### src/rv_pkg.sv
package rv_pkg;

    // datapath and memory widths
    localparam int XLEN       = 32;
    localparam int REG_ADDR_W = 5;
    localparam int IMEM_AW    = 6;  // 64 words
    localparam int DMEM_AW    = 6;

    typedef logic [XLEN-1:0]       word_t;
    typedef logic [REG_ADDR_W-1:0] reg_addr_t;
    typedef logic [3:0]            alu_ctrl_t;
    typedef logic [1:0]            result_src_t;
    typedef logic [1:0]            fwd_sel_t;
    typedef logic [IMEM_AW-1:0]    imem_addr_t;

    // major opcodes, instr[6:0]
    localparam logic [6:0] OP_R   = 7'b0110011;
    localparam logic [6:0] OP_I   = 7'b0010011;
    localparam logic [6:0] OP_LW  = 7'b0000011;
    localparam logic [6:0] OP_SW  = 7'b0100011;
    localparam logic [6:0] OP_B   = 7'b1100011;
    localparam logic [6:0] OP_JAL = 7'b1101111;
    localparam logic [6:0] OP_LUI = 7'b0110111;

    // funct3 of the supported operations
    localparam logic [2:0] FUNCT3_ADD = 3'b000;  // also sub, beq
    localparam logic [2:0] FUNCT3_BNE = 3'b001;
    localparam logic [2:0] FUNCT3_SLT = 3'b010;
    localparam logic [2:0] FUNCT3_OR  = 3'b110;
    localparam logic [2:0] FUNCT3_AND = 3'b111;

    // alu operations
    localparam alu_ctrl_t ALU_ADD   = 4'd0;
    localparam alu_ctrl_t ALU_SUB   = 4'd1;
    localparam alu_ctrl_t ALU_AND   = 4'd2;
    localparam alu_ctrl_t ALU_OR    = 4'd3;
    localparam alu_ctrl_t ALU_SLT   = 4'd4;
    localparam alu_ctrl_t ALU_PASSB = 4'd5;

    // writeback source
    localparam result_src_t RES_ALU = 2'b00;
    localparam result_src_t RES_MEM = 2'b01;
    localparam result_src_t RES_PC4 = 2'b10;

    // execute operand source, 2'b11 is never used
    localparam fwd_sel_t FWD_NONE = 2'b00;
    localparam fwd_sel_t FWD_W    = 2'b01;
    localparam fwd_sel_t FWD_M    = 2'b10;

endpackage

### src/imem.sv
`timescale 1ns/1ps

module imem (
    input  logic               clk_i,
    input  rv_pkg::imem_addr_t addr_i,
    output rv_pkg::word_t      rd_o,
    input  logic               we_i,
    input  rv_pkg::imem_addr_t waddr_i,
    input  rv_pkg::word_t      wdata_i
);
    import rv_pkg::*;

    word_t mem [2**IMEM_AW];

    assign rd_o = mem[addr_i];  // fetch is combinational

    // program load port
    always_ff @(posedge clk_i) begin
        if (we_i) begin
            mem[waddr_i] <= wdata_i;
        end
    end

endmodule

### config.mk
export PLATFORM = sky130hd
export DESIGN_NAME = imem
export DESIGN_NICKNAME = d
export VERILOG_FILES = /design/src/rv_pkg.sv /design/src/imem.sv
export SDC_FILE = /design/constraint.sdc
export NUM_CORES = 2
export LEC_CHECK = 0
export BUFFER_PORTS_ARGS = -buffer_cell sky130_fd_sc_hd__buf_2
export CORE_ASPECT_RATIO = 1.25
export CORE_MARGIN = 3
export CORE_UTILIZATION = 45
export DETAILED_ROUTE_END_ITERATION = 16
export SLEW_MARGIN = 20
export SYNTH_ARGS = -nofsm -noshare
export SYNTH_HDL_FRONTEND = slang
export SYNTH_SLANG_ARGS = --single-unit
export TNS_END_PERCENT = 10
### constraint.sdc
create_clock -name clk_i -period 9.68 [get_ports clk_i]
set_clock_uncertainty 0.05 [all_clocks]
set_input_delay 2.42 -clock clk_i [delete_from_list [all_inputs] [get_ports clk_i]]
set_output_delay 2.42 -clock clk_i [all_outputs]
set_load 0.01 [all_outputs]
==> flow_summary.toml <==
[timing]
worst_pin_slew_ps = 1210
timing.final.crit_share = 0.856
maxSlewHeadroom = 0.191
clock.fmax_ghz = 0.121
slew_violations = 0
hold_viol = 0
rsz0062_at_grt = "no"
tns_ps = 0
min_period_ps = 8280
setup_violations = 0
fin_ws_ps = 1400

[yosys]
synth_cells = 3292
yosys.area.top_type = "edfxtp_1"
yosys_register_bits = 2048
yosysUniqueCellTypes = 33
ys_seq_area_frac = 0.790
synth.top_cell.area_share = 0.790
avgSynthCellArea_um2 = 23.7
syn_area_um2 = 77900
synth.top_cells.by_area = "edfxtp_1 (79%), mux4_2 (16%), mux2i_1 (1.2%)"
mappedNetlistNets = 3338
ys_warn_count = 0

[job]
maxCapViolations = 0

[critical_path]
crit_path_end_kind = "output port"
worst-path-buf-inv = 3
worstPathRequired_ps = 7210
start_kind = "input port"
crit_family = "simple AND/OR/NAND/NOR gates"
cpMostUsedCell = "nor2_1"
path_cells = "buf_6, nand2_1, buf_4, o22ai_1, nor2_1, a21oi_1, nor2_1, buf_2"
crit_type = "input port to output port"
slowest_delay_ps = 920
cp.arrival_ps = 5810
worstPathMaxFanout = 41
cpMaxStageDelayCell = "nand2_1"

[finish]
final_net_count = 3586
area_growth_pct = 13.0
regMostFlops = "mem"
largest_reg_flops = 2048
reg_top3 = "mem (2048)"
final_util = 0.512
drive_above_1_share = 0.299

[routing]
final_antenna_net_count = 0
drcViolationCount = 0
wirelength_um = 208000
vias = 36800
wire_per_inst_um = 35.1
viasPerCell = 6.20
drtPass1Iterations = 8
dr.first_iter.drc_count = 4928

[cts]
ctsResizeCount = 0
cts_buffers = 194
postCtsSetupRepairBufs = 0
htree_levels = 4
clk_pin_slew_ps = 60
cts.sink_count = 2048
cts-root-buf = "clkbuf_16"
clock_path_buffers = 3
holdBufCountCts = 0
cts_tree = "yes"

[global_routing]
grt_util_all_layers = 0.237
grt.overflow.total = 0
grt_pass1_vias = 37500
grt_pass1_wl_um = 293000
grt_max_degree = 84
antenna_found_initial = 12

[die]
die_area_um2 = 178000
fp-row-count = 170
dieWidth_um = 378
io_pins = 78
design.core.area_um2 = 172000
initial_core_util = 0.453
fp.dieH_um = 471

[power]
p_leak_uw = 0.0272
peakVddDrop_uv = 170
power_density_nw_per_um2 = 205

[place]
hpwlAfterDp_um = 115000
io_buffers = 77
pre_cts_ws_ps = 1450
gp_congestion = 0.811

[hold_path]
hold_path_class = "input port to flop"

[outcome]
status = "finished, final reports clean"
[logic make-up after synthesis]
group,share of synthesized area
flip-flops,0.790
AO/OA/AOI/OAI,0.0169
AND/OR/NAND/NOR,0.0128
buffers and inverters,0.0114
multiplexers,0.169
[Yosys cell counts]
cell,count
buf_6,5
o32ai_1,4
or3b_1,2
a41o_1,4
mux4_2,544
nor3_1,7
nand3b_1,5
a22oi_1,12
clkbuf_1,74
and3_1,4
buf_2,57
edfxtp_1,2048
nand4b_1,1
nand2_1,26
or3_1,3
a31oi_1,1
nand4_1,2
nand2b_1,8
o221ai_1,27
nand3_1,5
a21oi_1,62
nor2b_1,15
or2_1,1
and2_1,2
mux2i_1,93
nor2_1,137
buf_4,25
or2_0,1
or2_2,1
o22ai_1,84
or3b_2,3
a311oi_1,8
buf_1,21
[placed cells by master, fill, tap and decap left out, types with 5 or more instances in the layout]
cell | netlist | layout
edfxtp_1 | 2048 | 2048
mux4_2 | 544 | 544
clkbuf_16 | 0 | 198
buf_4 | 25 | 154
mux2i_1 | 93 | 93
o22ai_1 | 84 | 84
nor2_1 | 137 | 75
buf_2 | 57 | 67
a21oi_1 | 62 | 62
nor2_4 | 0 | 62
clkbuf_1 | 74 | 48
clkinv_1 | 0 | 47
clkinv_2 | 0 | 35
o221ai_1 | 27 | 27
nand2_1 | 26 | 26
nor2b_1 | 15 | 15
a22oi_1 | 12 | 12
bufinv_16 | 0 | 10
buf_12 | 0 | 9
a311oi_1 | 8 | 8
nand2b_1 | 8 | 7
nand3b_1 | 5 | 5
nor3_1 | 7 | 5
nand3_1 | 5 | 5
clkinvlp_4 | 0 | 5
inv_6 | 0 | 5
[through the flow]
stage	hold slack (ps)	std cells	total power, uW	area [um2]
finish	2090	5935	18000	88000
global route	2090	5934	18600	88000
CTS	2180	5932	18200	87900
detailed placement	3080	5580	11000	82000
global placement	3060	5580	11000	82000
floorplan	2470	3292	10500	77900
[where the power goes]
| group | total (uW) | internal, uW | switching (uW) |
|---|---|---|---|
| combinational | 965 | 337 | 629 |
| sequential | 9830 | 9820 | 12.4 |
| clock | 7240 | 4010 | 3230 |
[area by class of cell]
class,count,area [um2]
fill,13400,83900
sequential,2048,61500
multi-input combinational,1062,16000
clock buffer,246,5130
tap,2236,2800
timing repair buffer,234,1730
clock inverter,106,830
antenna,3,7.51
[metal layers]
metal / vias to the layer above / wire (um) / GRT usage
met5: - / 0 / 0
li1: 14700 / - / -
met3: 275 / 16500 / 0.0486
met2: 1612 / 105000 / 0.389
met4: 0 / 5820 / 0.0682
met1: 20200 / 81600 / 0.324
[worst paths after layout]
check | start | to | slack (ps) | cells past startpoint
max | addr_i[3] | rd_o[13] | 1400 | 8
min | wdata_i[27] | mem[2][27]$_DFFE_PP_ | 2090 | 1
No activity file was read; power rests on OpenSTA's default activity.
