==> config.mk <==
export PLATFORM = sky130hd
export DESIGN_NAME = dmem
export DESIGN_NICKNAME = d
export VERILOG_FILES = /design/src/rv_pkg.sv /design/src/dmem.sv
export SDC_FILE = /design/constraint.sdc
export NUM_CORES = 2
export LEC_CHECK = 0
export ABC_AREA = 1
export BUFFER_PORTS_ARGS = -buffer_cell sky130_fd_sc_hd__buf_4
export CORE_MARGIN = 1
export CORE_UTILIZATION = 30
export CTS_CLUSTER_DIAMETER = 120
export DETAILED_ROUTE_END_ITERATION = 10
export PLACE_DENSITY_LB_ADDON = 0.3
export SYNTH_ARGS = -nofsm -noshare
export SYNTH_HDL_FRONTEND = slang
export SYNTH_SLANG_ARGS = --single-unit
==> constraint.sdc <==
create_clock -name clk_i -period 14.85 [get_ports clk_i]
set_clock_uncertainty 0.15 [all_clocks]
set_input_delay 2.97 -clock clk_i [delete_from_list [all_inputs] [get_ports clk_i]]
set_output_delay 2.97 -clock clk_i [all_outputs]
set_load 0.02 [all_outputs]
==> src/rv_pkg.sv <==
package rv_pkg;

    // datapath and memory widths
    localparam int XLEN       = 32;
    localparam int REG_ADDR_W = 5;
    localparam int IMEM_AW    = 6;  // 64 words
    localparam int DMEM_AW    = 6;

    typedef logic [XLEN-1:0]       word_t;
    typedef logic [REG_ADDR_W-1:0] reg_addr_t;
    typedef logic [3:0]            alu_ctrl_t;
    typedef logic [1:0]            result_src_t;
    typedef logic [1:0]            fwd_sel_t;
    typedef logic [IMEM_AW-1:0]    imem_addr_t;

    // major opcodes, instr[6:0]
    localparam logic [6:0] OP_R   = 7'b0110011;
    localparam logic [6:0] OP_I   = 7'b0010011;
    localparam logic [6:0] OP_LW  = 7'b0000011;
    localparam logic [6:0] OP_SW  = 7'b0100011;
    localparam logic [6:0] OP_B   = 7'b1100011;
    localparam logic [6:0] OP_JAL = 7'b1101111;
    localparam logic [6:0] OP_LUI = 7'b0110111;

    // funct3 of the supported operations
    localparam logic [2:0] FUNCT3_ADD = 3'b000;  // also sub, beq
    localparam logic [2:0] FUNCT3_BNE = 3'b001;
    localparam logic [2:0] FUNCT3_SLT = 3'b010;
    localparam logic [2:0] FUNCT3_OR  = 3'b110;
    localparam logic [2:0] FUNCT3_AND = 3'b111;

    // alu operations
    localparam alu_ctrl_t ALU_ADD   = 4'd0;
    localparam alu_ctrl_t ALU_SUB   = 4'd1;
    localparam alu_ctrl_t ALU_AND   = 4'd2;
    localparam alu_ctrl_t ALU_OR    = 4'd3;
    localparam alu_ctrl_t ALU_SLT   = 4'd4;
    localparam alu_ctrl_t ALU_PASSB = 4'd5;

    // writeback source
    localparam result_src_t RES_ALU = 2'b00;
    localparam result_src_t RES_MEM = 2'b01;
    localparam result_src_t RES_PC4 = 2'b10;

    // execute operand source, 2'b11 is never used
    localparam fwd_sel_t FWD_NONE = 2'b00;
    localparam fwd_sel_t FWD_W    = 2'b01;
    localparam fwd_sel_t FWD_M    = 2'b10;

endpackage

==> src/dmem.sv <==
`timescale 1ns/1ps

module dmem (
    input  logic          clk_i,
    input  logic          we_i,
    input  rv_pkg::word_t addr_i,
    input  rv_pkg::word_t wd_i,
    output rv_pkg::word_t rd_o
);
    import rv_pkg::*;

    word_t              mem [2**DMEM_AW];
    logic [DMEM_AW-1:0] word_addr;

    assign word_addr = addr_i[DMEM_AW+1:2];  // byte address to word index
    assign rd_o      = mem[word_addr];

    always_ff @(posedge clk_i) begin
        if (we_i) begin
            mem[word_addr] <= wd_i;
        end
    end

    // only word stores exist, so the program must keep them aligned
    assert property (@(posedge clk_i) we_i |-> (addr_i[1:0] == 2'b00));

endmodule

==> reports/qor.yml <==
run_status:
  status: "finished clean"
global_routing:
  grt_pass1_vias: 53500
  grt_usage: 0.178
  overflow: 0
  antenna_found_initial: 18
  grt_max_degree: 204
  grt_pass1_wl_um: 372000
power:
  ir_drop_uv: 128
  power.internal_mw: 9.40
  clkPwrFrac: 0.412
  power.switching_mw: 2.87
  leakage_nw: 39.7
  power_density_mw_per_mm2: 126
  p_seq_frac: 0.523
  netSwitchingFraction: 0.234
  power.share.combinational: 0.065
floorplan:
  floorplan.rows: 196
  die-area_mm2: 0.288
  core_mm2: 0.285
  die_y_um: 537
  dieWidth_um: 537
  io_pins: 98
  start_util: 0.301
setup_path:
  path_cells: "buf_8 -> inv_8 -> buf_12 -> buf_4 -> nand2_1 -> nand2_1 -> nand2_1 -> nand2_1 -> nand2_1 -> nand2_1 -> nand2_1 -> nand2_1 -> nor2_1 -> nand2_1 -> buf_4"
  arrival_ps: 7110
  crit_path_top_delay_cell: "nor2_1"
  path_class: "in -> out"
  cpPeakStageDelay_ps: 750
  required_ps: 11730
  crit_path_end_kind: "output port"
  crit_top_cell: "nand2_1"
  start_kind: "input pin"
  cpLargestDelayFamily: "buffers and inverters"
  cp_max_fo: 114
  crit_buf_inv: 5
sta:
  hold_viol_final: 0
  fmax_mhz: 97.7
  drv_slew: 0
  whs_ps: 2540
  post-route-period-util: 0.689
  setup_viol: 0
  tns_ps: 0
  rsz0062_at_grt: "no"
  final.setup.worst_slack_ps: 4620
  fin_crit_ps: 10230
  slew_headroom: 0.218
  worst_pin_slew_ps: 1170
yosys:
  synthFlopType: "edfxtp_1"
  synth_cell_types: 20
  postSynthAreaPerCell_um2: 10.2
  ys_seq_area_frac: 0.716
  synthTopCellsByCount: "5728 x nand2_1, 2048 x edfxtp_1, 244 x buf_2"
  ys_warn_count: 0
  yosysMostFrequentCell: "nand2_1"
  synth_area_mm2: 0.0859
  yosys.area.top_type: "edfxtp_1"
  syn_nets: 8474
  synthTopCellsByArea: "edfxtp_1 72%, nand2_1 25%, buf_2 1.4%"
  async_flop_share: 0
  ys_ff_latch: 2048
  synthCells: 8408
  synth_top_area_share: 0.716
  synth_edf_count: 2048
cells_and_area:
  multi_input_area_mm2: 0.0228
  fin_area_mm2: 0.0973
  drive_above_1_share: 0.0651
  nets: 8461
  largest_register_ffs: 2048
  area_growth_pct: 13.3
  fillCellCount: 28400
  layout.area.seq_mm2: 0.0615
  max_flop_register: "mem"
  stdcell_count: 12300
  reg.largest.list: "mem (2048)"
placement:
  pre_cts_slack_ps: 4790
  gp_congestion: 0.840
  numPortBuffers: 71
  dp.cells: 11900
  placed_cell_area_mm2: 0.0908
  hpwlAfterDp_um: 132000
detailed_routing:
  vias: 57300
  first_pass_iters: 6
  wl_per_cell_um: 21.0
  drt_iter0_drc: 5303
  wl_um: 260000
  ant_nets: 0
  drc: 0
  avgViaCountPerCell: 4.64
min_path:
  hold_depth: 3
  min_from: "we_i"
  hold_class: "in -> reg"
  hold_end: "mem[41][28]$_DFFE_PP_"
cts:
  post-cts-setup-buffers: 0
  cts-root-buf: "clkbuf_16"
  cts.sinks: 2048
  holdBufCountCts: 0
  cts_buffers: 215
  cts_tree: "yes"
  cts_buffer_depth: 3
  post_cts_resized: 0
  clk_pin_slew_ps: 60
  htree_levels: 4
run:
  drv_cap: 0
area by class of cell:
cell class	instances	share of cell area
Tap cell	3762	0.0484
Timing Repair Buffer	192	0.0166
Multi-Input combinational cell	5908	0.234
Clock inverter	129	0.00993
Sequential cell	2048	0.632
Antenna cell	8	0.000206
Inverter	30	0.00139
Clock buffer	262	0.0571
through the flow:
| step | power [mW] | utilization |
|---|---|---|
| 2_1_floorplan | 6.96 | - |
| 3_3_place_gp | 7.33 | 0.319 |
| 3_5_place_dp | 7.33 | 0.319 |
| 4_1_cts | 12.4 | 0.341 |
| 5_1_grt | 12.7 | 0.341 |
| 6_report | 12.3 | 0.341 |
power groups by stage:
stage | sequential [mW] | combinational, mW | clock, mW
after global routing | 6.41 | 0.877 | 5.36
final | 6.41 | 0.800 | 5.05
after global placement | 6.53 | 0.794 | 0
after detailed placement | 6.53 | 0.801 | 0
after floorplan | 6.53 | 0.432 | 0
after CTS | 6.41 | 0.803 | 5.14
cell usage in the layout, fill, tap and decap left out:
cell type	instances
clkinv_4	1
or2_2	5
clkinv_8	4
nor3_2	1
o211ai_1	5
clkinv_1	69
clkinvlp_4	2
nor2_1	75
clkinv_16	2
buf_8	3
clkbuf_1	47
clkinv_2	33
o21ai_1	2
inv_6	6
nand3_1	13
inv_2	11
or2_1	1
buf_4	177
diode_2	8
buf_12	12
inv_16	2
clkbuf_16	215
nand4_1	2
inv_1	16
nor4_2	2
nand2_1	5728
nor3_4	7
bufinv_16	10
nor2_4	62
inv_8	3
o21ai_0	5
edfxtp_1	2048
metal layers:
metal / up-vias / GRT usage / wire length, um
met5: - / 0 / 15
met4: 2 / 0.0636 / 9290
met3: 397 / 0.0279 / 15900
met2: 1698 / 0.295 / 124000
met1: 28000 / 0.234 / 110000
li1: 27200 / - / -
how the worst max path moves through the flow:
stage | start | end | slack, ps | depth (start not counted)
2_1_floorplan | addr_i[2] | mem[41][0]$_DFFE_PP_ | 7450 | 6
3_3_place_gp | addr_i[2] | rd_o[2] | 4780 | 15
3_5_place_dp | addr_i[2] | rd_o[2] | 4790 | 15
4_1_cts | addr_i[2] | rd_o[2] | 4770 | 15
5_1_grt | addr_i[2] | rd_o[2] | 4540 | 15
6_report | addr_i[2] | rd_o[21] | 4620 | 15
cell families (layout without fill, tap and decap cells):
logic type,Yosys count,in the layout,share of synthesized area
simple gates,5896,5896,0.259
compound gates,12,12,0.000845
buf+inv,452,613,0.0241
flops,2048,2048,0.716
other cells,0,8,0
Power figures use the tool's default switching activity.
