--- src/rv_pkg.sv ---
package rv_pkg;

    // datapath and memory widths
    localparam int XLEN       = 32;
    localparam int REG_ADDR_W = 5;
    localparam int IMEM_AW    = 6;  // 64 words
    localparam int DMEM_AW    = 6;

    typedef logic [XLEN-1:0]       word_t;
    typedef logic [REG_ADDR_W-1:0] reg_addr_t;
    typedef logic [3:0]            alu_ctrl_t;
    typedef logic [1:0]            result_src_t;
    typedef logic [1:0]            fwd_sel_t;
    typedef logic [IMEM_AW-1:0]    imem_addr_t;

    // major opcodes, instr[6:0]
    localparam logic [6:0] OP_R   = 7'b0110011;
    localparam logic [6:0] OP_I   = 7'b0010011;
    localparam logic [6:0] OP_LW  = 7'b0000011;
    localparam logic [6:0] OP_SW  = 7'b0100011;
    localparam logic [6:0] OP_B   = 7'b1100011;
    localparam logic [6:0] OP_JAL = 7'b1101111;
    localparam logic [6:0] OP_LUI = 7'b0110111;

    // funct3 of the supported operations
    localparam logic [2:0] FUNCT3_ADD = 3'b000;  // also sub, beq
    localparam logic [2:0] FUNCT3_BNE = 3'b001;
    localparam logic [2:0] FUNCT3_SLT = 3'b010;
    localparam logic [2:0] FUNCT3_OR  = 3'b110;
    localparam logic [2:0] FUNCT3_AND = 3'b111;

    // alu operations
    localparam alu_ctrl_t ALU_ADD   = 4'd0;
    localparam alu_ctrl_t ALU_SUB   = 4'd1;
    localparam alu_ctrl_t ALU_AND   = 4'd2;
    localparam alu_ctrl_t ALU_OR    = 4'd3;
    localparam alu_ctrl_t ALU_SLT   = 4'd4;
    localparam alu_ctrl_t ALU_PASSB = 4'd5;

    // writeback source
    localparam result_src_t RES_ALU = 2'b00;
    localparam result_src_t RES_MEM = 2'b01;
    localparam result_src_t RES_PC4 = 2'b10;

    // execute operand source, 2'b11 is never used
    localparam fwd_sel_t FWD_NONE = 2'b00;
    localparam fwd_sel_t FWD_W    = 2'b01;
    localparam fwd_sel_t FWD_M    = 2'b10;

endpackage

--- src/reg_file.sv ---
`timescale 1ns/1ps

module reg_file (
    input  logic              clk_i,
    input  logic              rst_n_i,
    input  rv_pkg::reg_addr_t ra1_i,
    input  rv_pkg::reg_addr_t ra2_i,
    input  rv_pkg::reg_addr_t wa_i,
    input  logic              we_i,
    input  rv_pkg::word_t     wd_i,
    output rv_pkg::word_t     rd1_o,
    output rv_pkg::word_t     rd2_o,
    output rv_pkg::word_t     a0_o
);
    import rv_pkg::*;

    word_t regs [32];  // x0 entry is never written
    logic  wr_en;

    assign wr_en = we_i && (wa_i != '0);

    always_ff @(posedge clk_i or negedge rst_n_i) begin
        if (!rst_n_i) begin
            for (int i = 0; i < 32; i++) begin
                regs[i] <= '0;
            end
        end else if (wr_en) begin
            regs[wa_i] <= wd_i;
        end
    end

    // write-through, so decode sees the value retiring this cycle
    assign rd1_o = (wr_en && wa_i == ra1_i) ? wd_i : regs[ra1_i];
    assign rd2_o = (wr_en && wa_i == ra2_i) ? wd_i : regs[ra2_i];

    assign a0_o = regs[10];

    assert property (@(posedge clk_i) disable iff (!rst_n_i)
        !((ra1_i == '0 && rd1_o != '0) || (ra2_i == '0 && rd2_o != '0)));

endmodule

--- config.mk ---
export PLATFORM = sky130hd
export DESIGN_NAME = reg_file
export DESIGN_NICKNAME = d
export VERILOG_FILES = /design/src/rv_pkg.sv /design/src/reg_file.sv
export SDC_FILE = /design/constraint.sdc
export NUM_CORES = 2
export LEC_CHECK = 0
export ABC_CLOCK_PERIOD_IN_PS = 2800
export BUFFER_PORTS_ARGS = -buffer_cell sky130_fd_sc_hd__buf_4
export CORE_MARGIN = 5
export CORE_UTILIZATION = 40
export CTS_CLUSTER_DIAMETER = 60
export DETAILED_ROUTE_END_ITERATION = 7
export PLACE_DENSITY = 0.62
export SLEW_MARGIN = 20
export SYNTH_ARGS = -nofsm -noshare
export SYNTH_HDL_FRONTEND = slang
export SYNTH_SLANG_ARGS = --single-unit
--- constraint.sdc ---
create_clock -name clk_i -period 2.8 [get_ports clk_i]
set_input_delay 0.28 -clock clk_i [delete_from_list [all_inputs] [get_ports clk_i]]
set_output_delay 0.28 -clock clk_i [all_outputs]
set_load 0.005 [all_outputs]
==> results.md <==
- Die width: 376 microns
- Fin nets: 3605
- Avg Inst Size Synth: 15.3 sq um
- Core ar.: 0.133 sq mm
- CP startpoint kind: flip-flop
- Met2 wire length: about 80000 microns
- Min cycle time layout: 2950 ps
- Clock-pin slew on the worst setup and hold paths: 60 ps
- Synthesized flop and latch total: between 1000 and 1500
- Synth area leader: dfrtp_1
- Post-synth ARST share: 1.00
- Max cap viols: 0
- Critical Path Sink Type: output port
- Cell mode on critical path: mux4_2
- Peak VDD IR: 0.481 mV
- Initial DRC Count: 2960
- Area post-placement: 0.0580 sq mm
- H-tree levels: 3
- Layout area overhead: 15.3%
- All-layer global routing usage: 0.236
- Largest cells by area after synthesis: dfrtp_1, mux4_2, mux2_2, mux2_1, o22ai_1
- PnR worst setup slack: -151 ps
- DR pass1 iterations: 6
- Post-synth EDFFs: 0
- Initial antenna violation count: 4
- Slew Limit Fails: 0
- Largest fanout on the critical path: 3
- Die area: 0.142 sq mm
- Vias in the first global route: ~35000
- Failing checks: setup timing
- Power Density: 704 mW/mm^2
- Worst Path Arrival: 2670 ps
- Height of the die: 376 microns
- Rel. slew slack: 0.540
- Longest Clk Path Bufs: 3
- GPL Wtd Cong: between 0.8 and 0.9
- WP buf/inv: 1
- Routed len/inst: 30.9 microns
- Top_reg_cell synth: dfrtp_1
- Share of cells above drive strength 1: 0.482
- Largest delay contributor family on the critical path: multiplexers
- CP Class: reg -> out
- # IOs: 146
- RSZ-0062 raised after global routing: yes
- Post-synth cell types: 41
- CP Cell Sequence: mux4_2 -> mux4_2 -> nand2_2 -> nand3_2 -> mux2_4 -> buf_6
- Leak: 26.7 nW
- WL met3: 11200 microns
- Finished Cell Area: between 0.06 and 0.07 sq mm
- Vias per cell: 6.26
- Uppermost layer routed: met4
- Final non-filler cell total: ~5400
- Max Freq: between 300 and 400 MHz
- Synth Net Count: 3565
- TritonCTS clock tree: built
- Site row count: 134
- Port bufs: 145
- Most frequent cells after synthesis: dfrtp_1, mux2_2, mux4_2, mux2_1, o22ai_1
- Worst hold path class: in -> reg
- Drc violations: 0
- Placed Cells: 5205
- Setup Skew: 0 ps
- Worst Path Required: approximately 2500 ps
- Status: finished with violations
- First-pass GRT wire length: 248000 microns
- Via count: 33900
- Clk sinks: 1024
- Total length of routed wires: 167000 microns
- Yosys top cell area share: 0.477
- Setup violations, final: 2
- Syn Inst Count: 3515
- Final HPWL DP: 106000 microns
- Starting Density: 0.402
- Largest net degree at the start of global routing: 114
- Synthesized cell area: between 0.05 and 0.06 sq mm
- Root Buffer: clkbuf_16
- Most frequent cell after synthesis: dfrtp_1
- Critical Path Max Stage Delay: around 480 ps
- Final Hold Viols: 0
- Slowest stage cell on the critical path: mux4_2
- Worst slew pin tran: 690 ps
- Clock latency on the worst-skew pair: 720 ps
- DRT met1 WL: 70900 microns
- Total congestion overflow: 0
- Final period utilization: 1.05
- Sequential area share after synthesis: 0.477
- Yosys warns: 0
- Number of CTS-inserted buffers: roughly 110
- Routed Antenna Nets: 0
==> layer usage <==
layer	vias to the layer above	track usage
met1	18700	0.330
met2	1207	0.377
met3	262	0.0430
met5	-	0
met4	0	0.0732
li1	13800	-
==> flip-flops by register name, indices dropped and copies added, names as in the netlist <==
signal  count
regs      992
a0_o       32
==> path summary, 6_finish.rpt <==
check	start	to	slack (ps)	cells past startpoint
worst min-delay path	wd_i[1]	regs[865]	50	2
worst max-delay path	regs[894]	rd1_o[30]	-150	6
worst max register to register	regs[894]	regs[894]	1850	2
min in group asynchronous	rst_n_i	regs[941]	120	2
max in group asynchronous	rst_n_i	a0_o[29]	1650	3
worst min register to register	regs[1019]	regs[1019]	390	0
==> area by class of cell <==
type | count | area [sq um]
flip-flops and latches | 1024 | 25600
clock inverters | 46 | 618
multi-input cells | 2044 | 26200
inverters | 3 | 11.3
well taps | 1768 | 2210
fillers | 11600 | 71600
diodes | 2 | 5.00
repair buffers | 373 | 4080
clock buffers | 156 | 3190
==> worst register-to-register path, delay by kind of cell, from the launching register on <==
| family | cells | cell delay, ps |
|---|---|---|
| buffers and inverters | 1 | 140 |
| flip-flops | 1 | 410 |
| multiplexers | 1 | 280 |
==> logic make-up (layout without fill, tap and decap cells) <==
logic type / after synthesis / in the layout / synth area share
simple gates: 204 / 204 / 0.0206
other cells: 0 / 2 / 0
compound gates: 320 / 320 / 0.0362
mux: 1510 / 1510 / 0.424
buf+inv: 447 / 578 / 0.0405
flops: 1024 / 1024 / 0.477
xor+xnor: 10 / 10 / 0.00163
==> through the flow <==
stage               setup TNS, ps  utilization  worst slack (ps)  hold WS, ps  total power, W
global route                 -338        0.464              -228         60.5          0.0454
floorplan                       0            -               639        -15.6          0.0254
global placement                0        0.434               168          270          0.0280
finish                       -193        0.464              -151         51.1          0.0436
CTS                          -314        0.463              -195         5.83          0.0438
detailed placement              0        0.434               176          270          0.0283
==> power breakdown <==
group	switching, W	leakage (nW)	internal [W]
Sequential	0.00204	13.1	0.0176
Clock	0.00630	1.88	0.00912
Combinational	0.00319	11.7	0.00529
Total	0.0115	26.7	0.0320
==> layout by cell type (no fill, tap or decap), types with 4 or more instances in the layout <==
cell type     n
buf_12       99
buf_4       267
buf_8         5
bufinv_16    13
clkbuf_1     22
clkbuf_16   112
clkbuf_8     22
clkinv_2     20
dfrtp_1    1022
inv_6         5
mux2_1      363
mux2_2      629
mux2i_1       6
mux4_2      511
nand2_1      63
nand2_2      20
nand3_1       4
nand3_2       6
nand3b_1      7
nor2_1        6
nor2_4       16
nor3b_1       4
o21ai_1      60
o22ai_1     246
or4_1        57
or4_4         5
xnor2_1       6
xor2_1        4
==> what timing repair did <==
action / in CTS / in global routing
hold buffers: 1 / 0
buffers inserted: 4 / 2
resized for setup: 10 / 8
pin swaps: 3 / 3
endpoints found under the hold margin: 318 / 0
gates cloned: 0 / 0
endpoints found under the setup margin: 9 / 4
No activity file was read; power rests on OpenSTA's default activity.
