File: config.mk
export PLATFORM = sky130hd
export DESIGN_NAME = alu
export DESIGN_NICKNAME = d
export VERILOG_FILES = /design/src/rv_pkg.sv /design/src/alu.sv
export SDC_FILE = /design/constraint.sdc
export NUM_CORES = 1
export LEC_CHECK = 0
export BUFFER_PORTS_ARGS = -buffer_cell sky130_fd_sc_hd__buf_2
export CAP_MARGIN = 40
export CORE_ASPECT_RATIO = 0.5
export CORE_MARGIN = 2
export CORE_UTILIZATION = 30
export DETAILED_ROUTE_END_ITERATION = 12
export PLACE_DENSITY = 0.54
export SLEW_MARGIN = 15
export SYNTH_ARGS = -nofsm -noshare
export SYNTH_HDL_FRONTEND = slang
export SYNTH_SLANG_ARGS = --single-unit
File: constraint.sdc
create_clock -name vclk -period 7.2
set_input_delay 0.72 -clock vclk [all_inputs]
set_output_delay 0.72 -clock vclk [all_outputs]
set_load 0.02 [all_outputs]
File: src/rv_pkg.sv
package rv_pkg;

    // datapath and memory widths
    localparam int XLEN       = 32;
    localparam int REG_ADDR_W = 5;
    localparam int IMEM_AW    = 6;  // 64 words
    localparam int DMEM_AW    = 6;

    typedef logic [XLEN-1:0]       word_t;
    typedef logic [REG_ADDR_W-1:0] reg_addr_t;
    typedef logic [3:0]            alu_ctrl_t;
    typedef logic [1:0]            result_src_t;
    typedef logic [1:0]            fwd_sel_t;
    typedef logic [IMEM_AW-1:0]    imem_addr_t;

    // major opcodes, instr[6:0]
    localparam logic [6:0] OP_R   = 7'b0110011;
    localparam logic [6:0] OP_I   = 7'b0010011;
    localparam logic [6:0] OP_LW  = 7'b0000011;
    localparam logic [6:0] OP_SW  = 7'b0100011;
    localparam logic [6:0] OP_B   = 7'b1100011;
    localparam logic [6:0] OP_JAL = 7'b1101111;
    localparam logic [6:0] OP_LUI = 7'b0110111;

    // funct3 of the supported operations
    localparam logic [2:0] FUNCT3_ADD = 3'b000;  // also sub, beq
    localparam logic [2:0] FUNCT3_BNE = 3'b001;
    localparam logic [2:0] FUNCT3_SLT = 3'b010;
    localparam logic [2:0] FUNCT3_OR  = 3'b110;
    localparam logic [2:0] FUNCT3_AND = 3'b111;

    // alu operations
    localparam alu_ctrl_t ALU_ADD   = 4'd0;
    localparam alu_ctrl_t ALU_SUB   = 4'd1;
    localparam alu_ctrl_t ALU_AND   = 4'd2;
    localparam alu_ctrl_t ALU_OR    = 4'd3;
    localparam alu_ctrl_t ALU_SLT   = 4'd4;
    localparam alu_ctrl_t ALU_PASSB = 4'd5;

    // writeback source
    localparam result_src_t RES_ALU = 2'b00;
    localparam result_src_t RES_MEM = 2'b01;
    localparam result_src_t RES_PC4 = 2'b10;

    // execute operand source, 2'b11 is never used
    localparam fwd_sel_t FWD_NONE = 2'b00;
    localparam fwd_sel_t FWD_W    = 2'b01;
    localparam fwd_sel_t FWD_M    = 2'b10;

endpackage

File: src/alu.sv
`timescale 1ns/1ps

module alu (
    input  rv_pkg::word_t     a_i,
    input  rv_pkg::word_t     b_i,
    input  rv_pkg::alu_ctrl_t ctrl_i,
    output rv_pkg::word_t     y_o,
    output logic              eq_o
);
    import rv_pkg::*;

    always_comb begin
        case (ctrl_i)
            ALU_ADD:   y_o = a_i + b_i;
            ALU_SUB:   y_o = a_i - b_i;
            ALU_AND:   y_o = a_i & b_i;
            ALU_OR:    y_o = a_i | b_i;
            ALU_SLT:   y_o = {{(XLEN-1){1'b0}}, $signed(a_i) < $signed(b_i)};
            ALU_PASSB: y_o = b_i;  // lui
            default:   y_o = '0;
        endcase
    end

    // branch compare, independent of the operation
    assign eq_o = (a_i == b_i);

endmodule

==> flow_summary_export.csv, run 1 <==
group,metric,value,unit
floorplan,die_y,94.5,um
synth,ys_seq_area_share,0,%
detailed_routing,totalWireLength,16400,um
floorplan,core_area,0.0162,mm2
detailed_routing,antenna_left,0,
sta,hold_viol,0,
placement,hpwl,13100,um
critical_path,cpMaxStageDelayCell,"a31oi_1",
detailed_routing,drc,0,
sta,fin_setup_tns,0,ns
cts,cts_hold_buf,0,
floorplan,die_area,0.0175,mm2
detailed_routing,dr_total_vias,5515,
critical_path,worstPathMaxFanout,4,
finish,stdcell_count,1000,
sta,period_needed,4.68,ns
placement,gp_congestion,0.900,
sta,rsz0062_at_grt,"no",
critical_path,crit_type,"primary input to output pin",
synth,syn_area,0.00491,mm2
floorplan,start_util,30.3,%
floorplan,die_w,185,um
sta,setup_violations,0,
finish,num-clock-buffers,0,
detailed_routing,drtPass1Iterations,5,
cts,cts_repair_resize_count,0,
critical_path,arrival,3.96,ns
global_routing,grt_pass1_wl,26000,um
flow_run,drv_cap,0,
synth,ys.warnings.count,0,
synth,syn_nets,886,
finish,seq_cell_count,0,
synth,syn_inst,716,
floorplan,ioPinCount,101,
synth,synth.area.top_cells,"ha_1, inv_1, a21oi_1",
finish,syn_to_final_growth,12.3,%
outcome,outcome,"completed",
sta,clock.fmax,214,MHz
detailed_routing,first_iter_violations,366,
sta,slew_headroom,49.0,%
global_routing,grt_pass1_vias,4956,
critical_path,required,6.48,ns
detailed_routing,wl_per_cell,16.4,um
critical_path,cp-end-kind,"output pin",
finish,nNetsFinal,944,
synth,synth_cell_type_count,71,
critical_path,crit_path_cell_trace,"buf_2 -> inv_1 -> ha_1 -> inv_1 -> fa_1 -> nor2b_1 -> o21ai_1 -> o221ai_1 -> a31oi_1 -> o31ai_1 -> a31oi_1 -> o211ai_1 -> xor2_1 -> o21ai_1 -> buf_2",
global_routing,overflow,0,
sta,fin_crit_sh,65.0,%
worst_hold_path,worstHoldPathType,"primary input to output pin",
global_routing,grt_antenna_before_repair,1,
global_routing,grt_usage,18.1,%
synth,yosysTopAreaCell,"ha_1",
sta,max_slew.worst_pin.slew,0.766,ns
critical_path,critPathLaunchType,"primary input",
power,p_leak,2.65,nW
finish,layout-drive-gt1-share,16.8,%
critical_path,critPathMaxStageDelay,0.54,ns
synth,synth_top_area_share,25.5,%
floorplan,num_rows,33,
detailed_routing,via_per_inst,5.52,
power,peakVddDrop,22.0,uV
global_routing,grt_max_degree,54,
placement,port_buffers,101,
cts,cts_setup_buffers,0,
power,p_per_area,78.0,mW/mm2
finish,regArea,0,um2
sta,slew_violations,0,
placement,dp_cells,999,
worst_hold_path,hold-path-cell-count,4,
synth,avgSynthCellArea,6.86,um2
[per-layer routing]
metal  GRT usage, %  share of wire, %  vias up
li1               -                 -     2720
met1           27.2                51     2625
met2           29.1                42      164
met3           1.50               5.9        6
met4          0.992              0.53        0
met5              0                 0        -
[cell usage after synthesis, types with 3 or more instances]
cell	n
o221ai_1	23
o21ai_0	27
o211ai_1	11
nand3_1	12
buf_2	9
a211oi_2	3
o31a_1	3
a211o_1	4
o21bai_1	8
o21a_1	3
or4_1	4
nand4_1	11
clkbuf_1	35
o2111ai_1	3
a21oi_1	58
xnor2_1	24
nor4_1	12
nor2_1	61
o31ai_1	8
a211oi_1	6
a31oi_1	7
ha_1	100
a21o_1	15
xor2_1	5
a21oi_2	4
nand3b_1	3
or3_1	4
nand2b_1	6
nor3_1	19
nand2_1	30
o21ai_1	16
a22oi_1	22
nor2b_1	10
o311ai_1	3
inv_2	3
and3_1	4
a221oi_1	9
buf_6	4
inv_1	86
[final timing paths]
path     from       to
min   b_i[28]  y_o[28]
max    a_i[0]  y_o[30]
[cell usage in the layout, fill, tap and decap left out, drive strengths merged, types with 6 or more instances in the layout]
master and n:
a31oi 7, nand2b 6, o211ai 11, nand4 11
a211oi 9, o31ai 8, nand2 30, nor2b 10
inv 89, ha 100, o21ai 44, nand3 12
nor4 12, o21bai 8, nor2 61, a21oi 62
a21o 15, a221oi 9, o221ai 24, buf 108
nor3 19, xnor2 24, a22oi 22
[power by group]
part | switching, mW | internal (mW) | total, mW
combinational | 0.269 | 0.161 | 0.430
clock | 0 | 0.0000000186 | 0.0000000186
sequential | 0 | 0 | 0
[per-stage QoR]
step	hold WS (ns)	power [mW]	setup slack, ns	area, um2	util [%]
global route	1.85	0.475	2.32	5510	34.1
global placement	1.82	0.421	2.66	5510	34.0
detailed placement	1.84	0.423	2.64	5510	34.1
floorplan	1.61	0.308	3.30	4910	-
CTS	1.84	0.426	2.62	5510	34.1
finish	1.83	0.430	2.52	5520	34.1
[final cells by class]
| class | count | area (um2) |
|---|---|---|
| fillers | 1791 | 10700 |
| multi-input cells | 574 | 4340 |
| repair buffers | 108 | 556 |
| inverters | 90 | 338 |
| well taps | 227 | 284 |
| diodes | 1 | 2.50 |
[worst max-delay path: cells and delay by family]
family          cells  cell delay [ns]
compound gates      7             1.96
fa+ha+maj           2             0.56
buf+inv             4             0.42
xor+xnor            1             0.18
simple gates        1             0.14
[logic make-up after synthesis]
group,Yosys count,share of synthesized area [%]
compound gates,257,37.4
xor+xnor,29,5.17
fa+ha+maj,102,26.3
buf+inv,142,11.8
mux,2,0.408
simple gates,184,18.8
No activity file was read; power rests on OpenSTA's default activity.
==> run 2: changes to the inputs <==
Settings changed: PLACE_DENSITY 0.54 to 0.56.
Clock period 7.2 ns to 3.8 ns, I/O delays scaled along.
==> run 2 against run 1 <==
Global-route usage increased by 0.093 points. Via count up 0.27%. Flip-flop and latch count stayed put. Core utilization increased by 1.4 points. Final cell count grew 2.4%. Critical path depth unchanged. Combinational power rose by 98%. Sequential share of layout area unchanged. Setup slack got worse by 2.4 ns. Total power rose by 98%. Design area grew 4.1%. Critical path type unchanged.
==> flow_summary_export.csv, run 2 (same netlist as run 1, synthesis figures left out) <==
group,metric,value,unit
outcome,outcome,"completed",
finish,final_cell_mix,"ha_1, buf_2, inv_1, nor2_1, a21oi_1",
floorplan,core_area,0.0162,mm2
critical_path,critPathLaunchType,"primary input",
global_routing,grt_usage,18.2,%
global_routing,grt_max_degree,53,
worst_hold_path,worstHoldPathType,"primary input to output pin",
power,peakVddDrop,36.6,uV
finish,num-fill-cells,1805,
floorplan,ioPinCount,101,
sta,max_slew.worst_pin.slew,0.781,ns
detailed_routing,dr_total_vias,5530,
sta,slew_violations,0,
power,p_leak,2.78,nW
detailed_routing,first_iter_violations,363,
power,clock_power_share,0,%
floorplan,die_w,185,um
sta,slew_headroom,47.9,%
critical_path,cpMaxStageDelayCell,"fa_1",
sta,fin_crit_sh,97.0,%
global_routing,grt_pass1_wl,26400,um
global_routing,overflow,0,
sta,hold_viol,0,
sta,period_needed,3.69,ns
critical_path,crit_path_cell_trace,"buf_2 -> ha_1 -> fa_1 -> a211oi_2 -> o21ai_2 -> a211oi_2 -> buf_4 -> nor4_1 -> buf_4 -> o21ai_1 -> o2111ai_1 -> o211ai_1 -> xor2_1 -> o21ai_1 -> buf_2",
critical_path,critPathBufInv,4,
power,seq_power_share,0,%
global_routing,grt_pass1_vias,5201,
finish,antenna_cells,0,
critical_path,crit_type,"primary input to output pin",
floorplan,start_util,30.3,%
detailed_routing,drc,0,
placement,port_buffers,101,
sta,setup_violations,0,
finish,seq_cell_count,0,
placement,hpwl,13200,um
detailed_routing,via_per_inst,5.40,
power,p_total,0.853,mW
critical_path,cp_top_family,"compound AO/OA/AOI/OAI gates",
critical_path,worstPathMaxFanout,4,
placement,gp_congestion,0.864,
detailed_routing,wl_per_cell,16.0,um
global_routing,grt_antenna_before_repair,0,
power,power.share.switching,60.8,%
finish,regArea,0,um2
finish,num-clock-buffers,0,
critical_path,cp-end-kind,"output pin",
floorplan,num_rows,33,
floorplan,die_y,94.5,um
cts,cts_hold_buf,0,
critical_path,critPathMaxStageDelay,0.44,ns
sta,clock.fmax,271,MHz
detailed_routing,totalWireLength,16400,um
critical_path,required,3.42,ns
detailed_routing,antenna_left,0,
power,p_int,0.335,mW
sta,rsz0062_at_grt,"no",
critical_path,arrival,3.31,ns
flow_run,drv_cap,0,
power,combPwrFrac,100.0,%
power,p_switching,0.519,mW
floorplan,die_area,0.0175,mm2
power,p_per_area,149,mW/mm2
finish,nNetsFinal,969,
detailed_routing,drtPass1Iterations,5,
finish,layout-drive-gt1-share,20.2,%
finish,syn_to_final_growth,16.9,%
finish,final_util,35.5,%
sta,fin_setup_tns,0,ns
==> run 2: changes by cell type in the layout (fill, tap and decap cells not counted), sizes merged <==
cell	change
buf	+25
diode	-1
==> run 2: worst min-delay path: cells and delay by family <==
family | cells | cell delay, ns
buffers and inverters | 2 | 0.26
AO/OA/AOI/OAI | 2 | 0.12
==> run 2: power groups by stage <==
stage | clock network, mW | logic, mW | registers [mW]
after global routing | 0 | 0.940 | 0
after global placement | 0 | 0.825 | 0
after CTS | 0 | 0.835 | 0
after floorplan | 0 | 0.583 | 0
final | 0 | 0.853 | 0
after detailed placement | 0 | 0.830 | 0
==> run 2: routing by layer <==
layer | global-route usage, % | up-vias | wire length [um]
met5 | 0 | - | 0
met4 | 1.65 | 0 | 130
met3 | 1.04 | 10 | 726
met2 | 31.4 | 133 | 7340
met1 | 25.8 | 2624 | 8170
li1 | - | 2763 | -
==> run 2: area by class of cell <==
| type | instances | area, um2 | share of cell area, % |
|---|---|---|---|
| multi-input cells | 574 | 4370 | 76.1 |
| inverters | 90 | 338 | 5.88 |
| well taps | 227 | 284 | 4.94 |
| repair buffers | 133 | 748 | 13.0 |
==> run 2: path summary, 6_finish.rpt <==
path | startpoint | end | slack [ns] | cells after the start
setup / recovery | b_i[0] | y_o[30] | 0.11 | 15
hold / removal | b_i[14] | y_o[14] | 1.15 | 4
==> run 2: stage by stage <==
| step | setup WS, ns | instances | hold slack, ns | area (um2) |
|---|---|---|---|---|
| floorplan | 0.579 | 716 | 0.931 | 4910 |
| global placement | 0.0566 | 1023 | 1.14 | 5700 |
| detailed placement | 0.0842 | 1023 | 1.15 | 5700 |
| CTS | 0.0587 | 1023 | 1.15 | 5700 |
| global route | 0.00540 | 1024 | 1.18 | 5740 |
| finish | 0.114 | 1024 | 1.15 | 5740 |
==> run 2: timing repair <==
| item | 4_1_cts | 5_1_grt |
|---|---|---|
| setup buffers | 0 | 1 |
| resized for setup | 0 | 9 |
| setup endpoints to repair | 0 | 8 |
