==> src/rv_pkg.sv <==
package rv_pkg;

    // datapath and memory widths
    localparam int XLEN       = 32;
    localparam int REG_ADDR_W = 5;
    localparam int IMEM_AW    = 6;  // 64 words
    localparam int DMEM_AW    = 6;

    typedef logic [XLEN-1:0]       word_t;
    typedef logic [REG_ADDR_W-1:0] reg_addr_t;
    typedef logic [3:0]            alu_ctrl_t;
    typedef logic [1:0]            result_src_t;
    typedef logic [1:0]            fwd_sel_t;
    typedef logic [IMEM_AW-1:0]    imem_addr_t;

    // major opcodes, instr[6:0]
    localparam logic [6:0] OP_R   = 7'b0110011;
    localparam logic [6:0] OP_I   = 7'b0010011;
    localparam logic [6:0] OP_LW  = 7'b0000011;
    localparam logic [6:0] OP_SW  = 7'b0100011;
    localparam logic [6:0] OP_B   = 7'b1100011;
    localparam logic [6:0] OP_JAL = 7'b1101111;
    localparam logic [6:0] OP_LUI = 7'b0110111;

    // funct3 of the supported operations
    localparam logic [2:0] FUNCT3_ADD = 3'b000;  // also sub, beq
    localparam logic [2:0] FUNCT3_BNE = 3'b001;
    localparam logic [2:0] FUNCT3_SLT = 3'b010;
    localparam logic [2:0] FUNCT3_OR  = 3'b110;
    localparam logic [2:0] FUNCT3_AND = 3'b111;

    // alu operations
    localparam alu_ctrl_t ALU_ADD   = 4'd0;
    localparam alu_ctrl_t ALU_SUB   = 4'd1;
    localparam alu_ctrl_t ALU_AND   = 4'd2;
    localparam alu_ctrl_t ALU_OR    = 4'd3;
    localparam alu_ctrl_t ALU_SLT   = 4'd4;
    localparam alu_ctrl_t ALU_PASSB = 4'd5;

    // writeback source
    localparam result_src_t RES_ALU = 2'b00;
    localparam result_src_t RES_MEM = 2'b01;
    localparam result_src_t RES_PC4 = 2'b10;

    // execute operand source, 2'b11 is never used
    localparam fwd_sel_t FWD_NONE = 2'b00;
    localparam fwd_sel_t FWD_W    = 2'b01;
    localparam fwd_sel_t FWD_M    = 2'b10;

endpackage

==> src/hazard_unit.sv <==
`timescale 1ns/1ps

module hazard_unit (
    input  rv_pkg::reg_addr_t rs1_d_i,
    input  rv_pkg::reg_addr_t rs2_d_i,
    input  rv_pkg::reg_addr_t rs1_e_i,
    input  rv_pkg::reg_addr_t rs2_e_i,
    input  rv_pkg::reg_addr_t rd_e_i,
    input  rv_pkg::reg_addr_t rd_m_i,
    input  rv_pkg::reg_addr_t rd_w_i,
    input  logic              reg_write_m_i,
    input  logic              reg_write_w_i,
    input  logic              load_e_i,
    input  logic              redirect_e_i,
    output rv_pkg::fwd_sel_t  fwd_a_o,
    output rv_pkg::fwd_sel_t  fwd_b_o,
    output logic              stall_f_o,
    output logic              stall_d_o,
    output logic              flush_d_o,
    output logic              flush_e_o
);
    import rv_pkg::*;

    logic load_use;

    // memory stage holds the newer value, so it wins
    function automatic fwd_sel_t fwd_for(input reg_addr_t rs, input reg_addr_t rd_m,
                                         input logic we_m, input reg_addr_t rd_w,
                                         input logic we_w);
        fwd_sel_t sel;
        if (rs == '0) begin
            sel = FWD_NONE;
        end else if (we_m && rs == rd_m) begin
            sel = FWD_M;
        end else if (we_w && rs == rd_w) begin
            sel = FWD_W;
        end else begin
            sel = FWD_NONE;
        end
        return sel;
    endfunction

    assign fwd_a_o = fwd_for(rs1_e_i, rd_m_i, reg_write_m_i, rd_w_i, reg_write_w_i);
    assign fwd_b_o = fwd_for(rs2_e_i, rd_m_i, reg_write_m_i, rd_w_i, reg_write_w_i);

    // load data is not there until after the memory stage
    assign load_use = load_e_i && (rd_e_i != '0) &&
                      (rs1_d_i == rd_e_i || rs2_d_i == rd_e_i);

    assign stall_f_o = load_use;
    assign stall_d_o = load_use;
    assign flush_d_o = redirect_e_i;
    assign flush_e_o = load_use | redirect_e_i;  // bubble behind the load

    // a stalled pc would drop the redirect target
    always_comb begin
        assert (!(load_use && redirect_e_i))
            else $error("hazard_unit: load-use stall during a redirect");
    end

endmodule

==> config.mk <==
export PLATFORM = sky130hd
export DESIGN_NAME = hazard_unit
export DESIGN_NICKNAME = d
export VERILOG_FILES = /design/src/rv_pkg.sv /design/src/hazard_unit.sv
export SDC_FILE = /design/constraint.sdc
export NUM_CORES = 1
export LEC_CHECK = 0
export BUFFER_PORTS_ARGS = -buffer_cell sky130_fd_sc_hd__buf_2
export CORE_AREA = 2 2 39 41
export DETAILED_ROUTE_END_ITERATION = 8
export DIE_AREA = 0 0 41 43
export PLACE_DENSITY = 0.77
export SLEW_MARGIN = 20
export SYNTH_ARGS = -nofsm -noshare
export SYNTH_HDL_FRONTEND = slang
export SYNTH_SLANG_ARGS = --single-unit
==> constraint.sdc <==
create_clock -name vclk -period 1.53
set_input_delay 0.2295 -clock vclk [all_inputs]
set_output_delay 0.2295 -clock vclk [all_outputs]
set_load 0.02 [all_outputs]
==> flow_metrics.env, run 1 <==
export IMPL_antenna_left=0
export IMPL_fin_ws_ns=0.03804
export IMPL_finalSetupTns_ns=0
export IMPL_fmax_mhz=670.3
export IMPL_yosys_top_cells_area="xor2_1 (41%), xnor2_1 (16%), nor3_1 (5.6%)"
export IMPL_syn_to_final_growth_pct=55.77
export IMPL_cp_slowest_stage_delay_ns=0.56
export IMPL_cp_top_family="simple AND/OR/NAND/NOR gates"
export IMPL_fin_crit_sh_pct=97.51
export IMPL_layout_drive_gt1_share_pct=52.43
export IMPL_dpl_worst_slack_ns=0.03712
export IMPL_dp_hpwl_um=1205
export IMPL_powerDensity_mw_per_mm2=258.5
export IMPL_criticalPathCategory="input pin to output pin"
export IMPL_holdCritPathClass="input pin to output pin"
export IMPL_worstSetupStartpoint="rs2_e_i[1]"
export IMPL_final_max_slew_viol_count=0
export IMPL_synth_warnings=0
export IMPL_outcome="complete, no violations"
export IMPL_path_cells="buf_2 > or4_1 > nor2_2 > nor4b_2 > buf_2"
export IMPL_cts_repair_resized=0
export IMPL_die_h_um=43
export IMPL_grt_start_max_net_pins=5
export IMPL_p_int_uw=89.73
export IMPL_hold_viol=0
export IMPL_netlist_area_um2=444.2
export IMPL_cp_max_fo=3
export IMPL_clkbuf_count=0
export IMPL_hold_depth=2
export IMPL_setup_viol=0
export IMPL_yosysUniqueCellTypes=21
export IMPL_port_buffers=47
export IMPL_diodes=0
export IMPL_power_net_switching_uw=89.10
export IMPL_clockPowerShare_pct=0
export IMPL_worstMarginPinSlew_ns=0.3393
export IMPL_synth_top_area_share_pct=41.41
export IMPL_fillerInstances=143
export IMPL_placed_area_um2=684.4
export IMPL_pin_count=47
export IMPL_synth_cells=58
export IMPL_grt_pass1_vias=465
export IMPL_synthesis_nets=97
export IMPL_first_pass_iters=4
export IMPL_leakage_uw=0.0003496
export IMPL_yosys_area_top_type="xor2_1"
export IMPL_start_util_pct=32.10
export IMPL_ff_latch_area_um2=0
export IMPL_critical_path_slowest_cell="or4_1"
export IMPL_pwr_share_comb_pct=100.0
export IMPL_hold_end="flush_d_o"
export IMPL_wirelength_um=1282
export IMPL_via_per_inst=4.504
export IMPL_synth_most_common_cell="xor2_1"
export IMPL_fin_crit_ns=1.492
export IMPL_nFlopsAndLatches=0
export IMPL_finalInstanceArea_um2=691.9
export IMPL_crit_required_ns=1.30
export IMPL_drcViolationCount=0
export IMPL_avgSynthCellArea_um2=7.658
export IMPL_dieWidth_um=41
export IMPL_synth_common_cells="xor2_1 (21), xnor2_1 (8), nor3_1 (5), nor2_1 (4)"
export IMPL_switching_share_pct=49.82
export IMPL_cpMostUsedCell="buf_2"
export IMPL_finalWeightedCongestion=0.7567
export IMPL_post_cts_buffers=0
export IMPL_maxCapViolations=0
export IMPL_drtIter0Drc=9
export IMPL_grt_pass1_wl_um=1897
export IMPL_irDropWorstVdd_uv=105.4
export IMPL_cp_buffers_inverters=2
export IMPL_track_usage_pct=14.59
export IMPL_seqPwrFrac_pct=0
export IMPL_rsz0062_at_grt="yes"
export IMPL_layout_nets=144
export IMPL_die_area_mm2=0.001763
export IMPL_utilization_pct=50.00
export IMPL_rows=14
export IMPL_post_drt_wl_per_cell_um=10.77
export IMPL_arrival_ns=1.26
export IMPL_overflow=0
export IMPL_num_vias=536
export IMPL_slew_headroom_pct=77.19
export IMPL_antenna_found_initial=0
export IMPL_ys_seq_area_share_pct=0
export IMPL_start_kind="input pin"
export IMPL_critPathCaptureType="output pin"
export IMPL_hold_buffers=0
export IMPL_core_area_mm2=0.001384
export IMPL_hold_path_startpoint="redirect_e_i"
[per-stage QoR]
step	power (uW)	hold WS, ns	cells
5_1_grt	195.7	0.6958	119
3_5_place_dp	177.1	0.6936	119
4_1_cts	177.9	0.6924	119
6_report	178.8	0.6887	119
3_3_place_gp	173.2	0.6895	119
2_1_floorplan	87.56	0.5716	58
[area by class of cell]
cell class / count / area, um^2 / area share, %
inverter: 1 / 3.754 / 0.5425
tap: 16 / 20.02 / 2.893
timing repair buffer: 47 / 237.7 / 34.36
multi-input combinational: 55 / 430.4 / 62.21
[worst max path at each step]
stage | endpoint | slack [ns] | cells past startpoint
final | fwd_b_o[0] | 0.04 | 5
after global placement | fwd_a_o[1] | 0.07 | 6
after global routing | flush_e_o | -0.01 | 5
after detailed placement | fwd_b_o[0] | 0.04 | 5
after floorplan | stall_f_o | 0.09 | 5
after CTS | fwd_b_o[0] | 0.04 | 5
[cells by family (layout without fill, tap and decap cells)]
logic type	Yosys count	in the layout	synth area share (%)
XOR/XNOR	29	29	57.18
AO/OA/AOI/OAI	5	5	9.014
AND/OR/NAND/NOR	21	21	29.58
buffers and inverters	3	48	4.224
[layout by cell type (no fill, tap or decap), drive strengths merged]
master   n
inv      1
o21ai    1
a21boi   1
nor3     5
a22oi    1
xnor2    8
or4      2
xor2    21
nor4     3
nand2    1
o21bai   1
and3     1
a21oi    1
nor2     5
nand4    1
nor4b    1
buf     47
nand3    2
[layer usage]
layer  vias to the layer above  part of all wire [%]  global-route usage (%)
met1                       241                    39                   18.99
met5                         -                     0                       0
li1                        289                     -                       -
met4                         0                     0                       0
met2                         6                    59                   26.88
met3                         0                   1.9                       0
[power groups by stage]
stage	registers [uW]	clock network (uW)	logic, uW
finish	0	0	179
global route	0	0	196
detailed placement	0	0	177
global placement	0	0	173
floorplan	0	0	87.6
CTS	0	0	178
Note: power is estimated with default switching activity, not from simulation.
==> inputs of run 2 (changes only) <==
Settings changed: BUFFER_PORTS_ARGS -buffer_cell sky130_fd_sc_hd__buf_2 to unset, DONT_BUFFER_PORTS set to 1, PLACE_DENSITY 0.77 to unset.
==> run 2 against run 1 <==
  * Power is 48% lower
  * Global-route usage is 3.7 points lower
  * Maximum frequency is 11% higher
  * Worst hold slack worse by 0.23 ns
  * Cell count is 36% lower
  * Wire length is 23% lower
  * Die area stayed put
  * Combinational power is 48% lower
  * First-iteration DRC count is 67% lower
  * Critical path depth is 1 lower
  * Worst setup slack better by 0.14 ns
  * Flip-flop and latch count stayed put
  * Critical path type unchanged
  * Highest routed layer unchanged
==> flow_metrics.env, run 2 (synthesized netlist as in run 1, its figures left out) <==
export IMPL_arrival_ns=1.12
export IMPL_hold_path_startpoint="redirect_e_i"
export IMPL_final_common_cell="xor2_1"
export IMPL_placed_area_um2=479.2
export IMPL_final_cells=76
export IMPL_port_buffers=0
export IMPL_rsz0062_at_grt="no"
export IMPL_antenna_left=0
export IMPL_maxCapViolations=0
export IMPL_dp_hpwl_um=930.1
export IMPL_rows=14
export IMPL_dpl_worst_slack_ns=0.1755
export IMPL_final_max_slew_viol_count=0
export IMPL_cts_repair_resized=0
export IMPL_overflow=0
export IMPL_clkbuf_count=0
export IMPL_finalInstanceArea_um2=479.2
export IMPL_post_cts_buffers=0
export IMPL_critPathCaptureType="output pin"
export IMPL_hold_buffers=0
export IMPL_route_met2_wl_um=532
export IMPL_criticalPathCategory="input pin to output pin"
export IMPL_cp_max_fo=3
export IMPL_place_inst=76
export IMPL_wirelength_um=984
export IMPL_nFlopsAndLatches=0
export IMPL_leakage_uw=0.0001760
export IMPL_crit_required_ns=1.30
export IMPL_ff_latch_area_um2=0
export IMPL_worstMarginPinSlew_ns=0.4186
export IMPL_diodes=0
export IMPL_grt_pass1_wl_um=1414
export IMPL_track_usage_pct=10.89
export IMPL_drcViolationCount=0
export IMPL_crit_path_end="stall_d_o"
export IMPL_via_per_inst=5.408
export IMPL_grt_pass1_vias=404
export IMPL_p_int_uw=53.95
export IMPL_clockPowerShare_pct=0
export IMPL_routed_wl_met3_um=166
export IMPL_fin_ws_ns=0.1800
export IMPL_start_util_pct=32.10
export IMPL_layout_nets=101
export IMPL_first_pass_iters=2
export IMPL_finalWeightedCongestion=0.7639
export IMPL_grt_start_max_net_pins=5
export IMPL_fin_crit_ns=1.350
export IMPL_pwr_share_comb_pct=100.0
export IMPL_top_layer_used="met3"
export IMPL_layout_drive_gt1_share_pct=16.67
export IMPL_mostFrequentLayoutCells="xor2_1 (21), xnor2_1 (8), nor3_1 (5)"
export IMPL_irDropWorstVdd_uv=61.59
export IMPL_syn_to_final_growth_pct=7.887
export IMPL_fin_crit_sh_pct=88.24
export IMPL_pin_count=47
export IMPL_worstSetupStartpoint="rd_e_i[1]"
export IMPL_powerDensity_mw_per_mm2=193.9
export IMPL_finalSetupTns_ns=0
export IMPL_power_net_switching_uw=38.97
export IMPL_switching_share_pct=41.94
export IMPL_outcome="complete, no violations"
export IMPL_core_area_mm2=0.001384
export IMPL_start_kind="input pin"
export IMPL_slew_headroom_pct=72.04
export IMPL_hold_viol=0
export IMPL_holdCritPathClass="input pin to output pin"
export IMPL_wl_met1_um=286
export IMPL_die_h_um=43
export IMPL_num_vias=411
export IMPL_drtIter0Drc=3
export IMPL_seqPwrFrac_pct=0
export IMPL_power_uw=92.91
export IMPL_dieWidth_um=41
export IMPL_antenna_found_initial=0
export IMPL_setup_viol=0
export IMPL_die_area_mm2=0.001763
export IMPL_post_drt_wl_per_cell_um=12.95
export IMPL_fmax_mhz=740.7
-- run 2: cell count changes in the layout (fill, tap and decap cells not counted), sizes merged --
cell,previous run,this run
buf,47,4
-- run 2: worst min path at each step --
| stage | end | slack [ns] | depth (start not counted) |
|---|---|---|---|
| after floorplan | flush_d_o | 0.57 | 1 |
| after global placement | flush_d_o | 0.46 | 0 |
| after detailed placement | flush_d_o | 0.46 | 0 |
| after CTS | flush_d_o | 0.46 | 0 |
| after global routing | flush_d_o | 0.46 | 0 |
| final | flush_d_o | 0.46 | 0 |
-- run 2: final cells by class --
cell class / count / area, um^2
Fill cell: 161 / 904.6
Multi-Input combinational cell: 55 / 425.4
Tap cell: 16 / 20.02
Inverter: 1 / 3.754
Timing Repair Buffer: 4 / 30.03
-- run 2: metal layers --
layer / up-vias / GRT usage [%]
li1: 204 / -
met1: 172 / 9.810
met2: 35 / 22.50
met3: 0 / 3.141
met4: 0 / 0
met5: - / 0
-- run 2: worst max-delay path: stages --
cell,delay [ns]
or4_4,0.51
o21ai_2,0.14
nor2_1,0.05
buf_4,0.18
-- run 2: metrics by stage --
stage,hold WS [ns],util (%)
CTS,0.4591,34.63
finish,0.4590,34.63
floorplan,0.5716,-
global route,0.4591,34.63
detailed placement,0.4591,34.63
global placement,0.4591,34.63
-- run 2: power by group through the flow --
stage	clock network, uW	logic (uW)	registers [uW]
2_1_floorplan	0	87.6	0
3_3_place_gp	0	93.0	0
3_5_place_dp	0	93.8	0
4_1_cts	0	94.6	0
5_1_grt	0	106	0
6_report	0	92.9	0
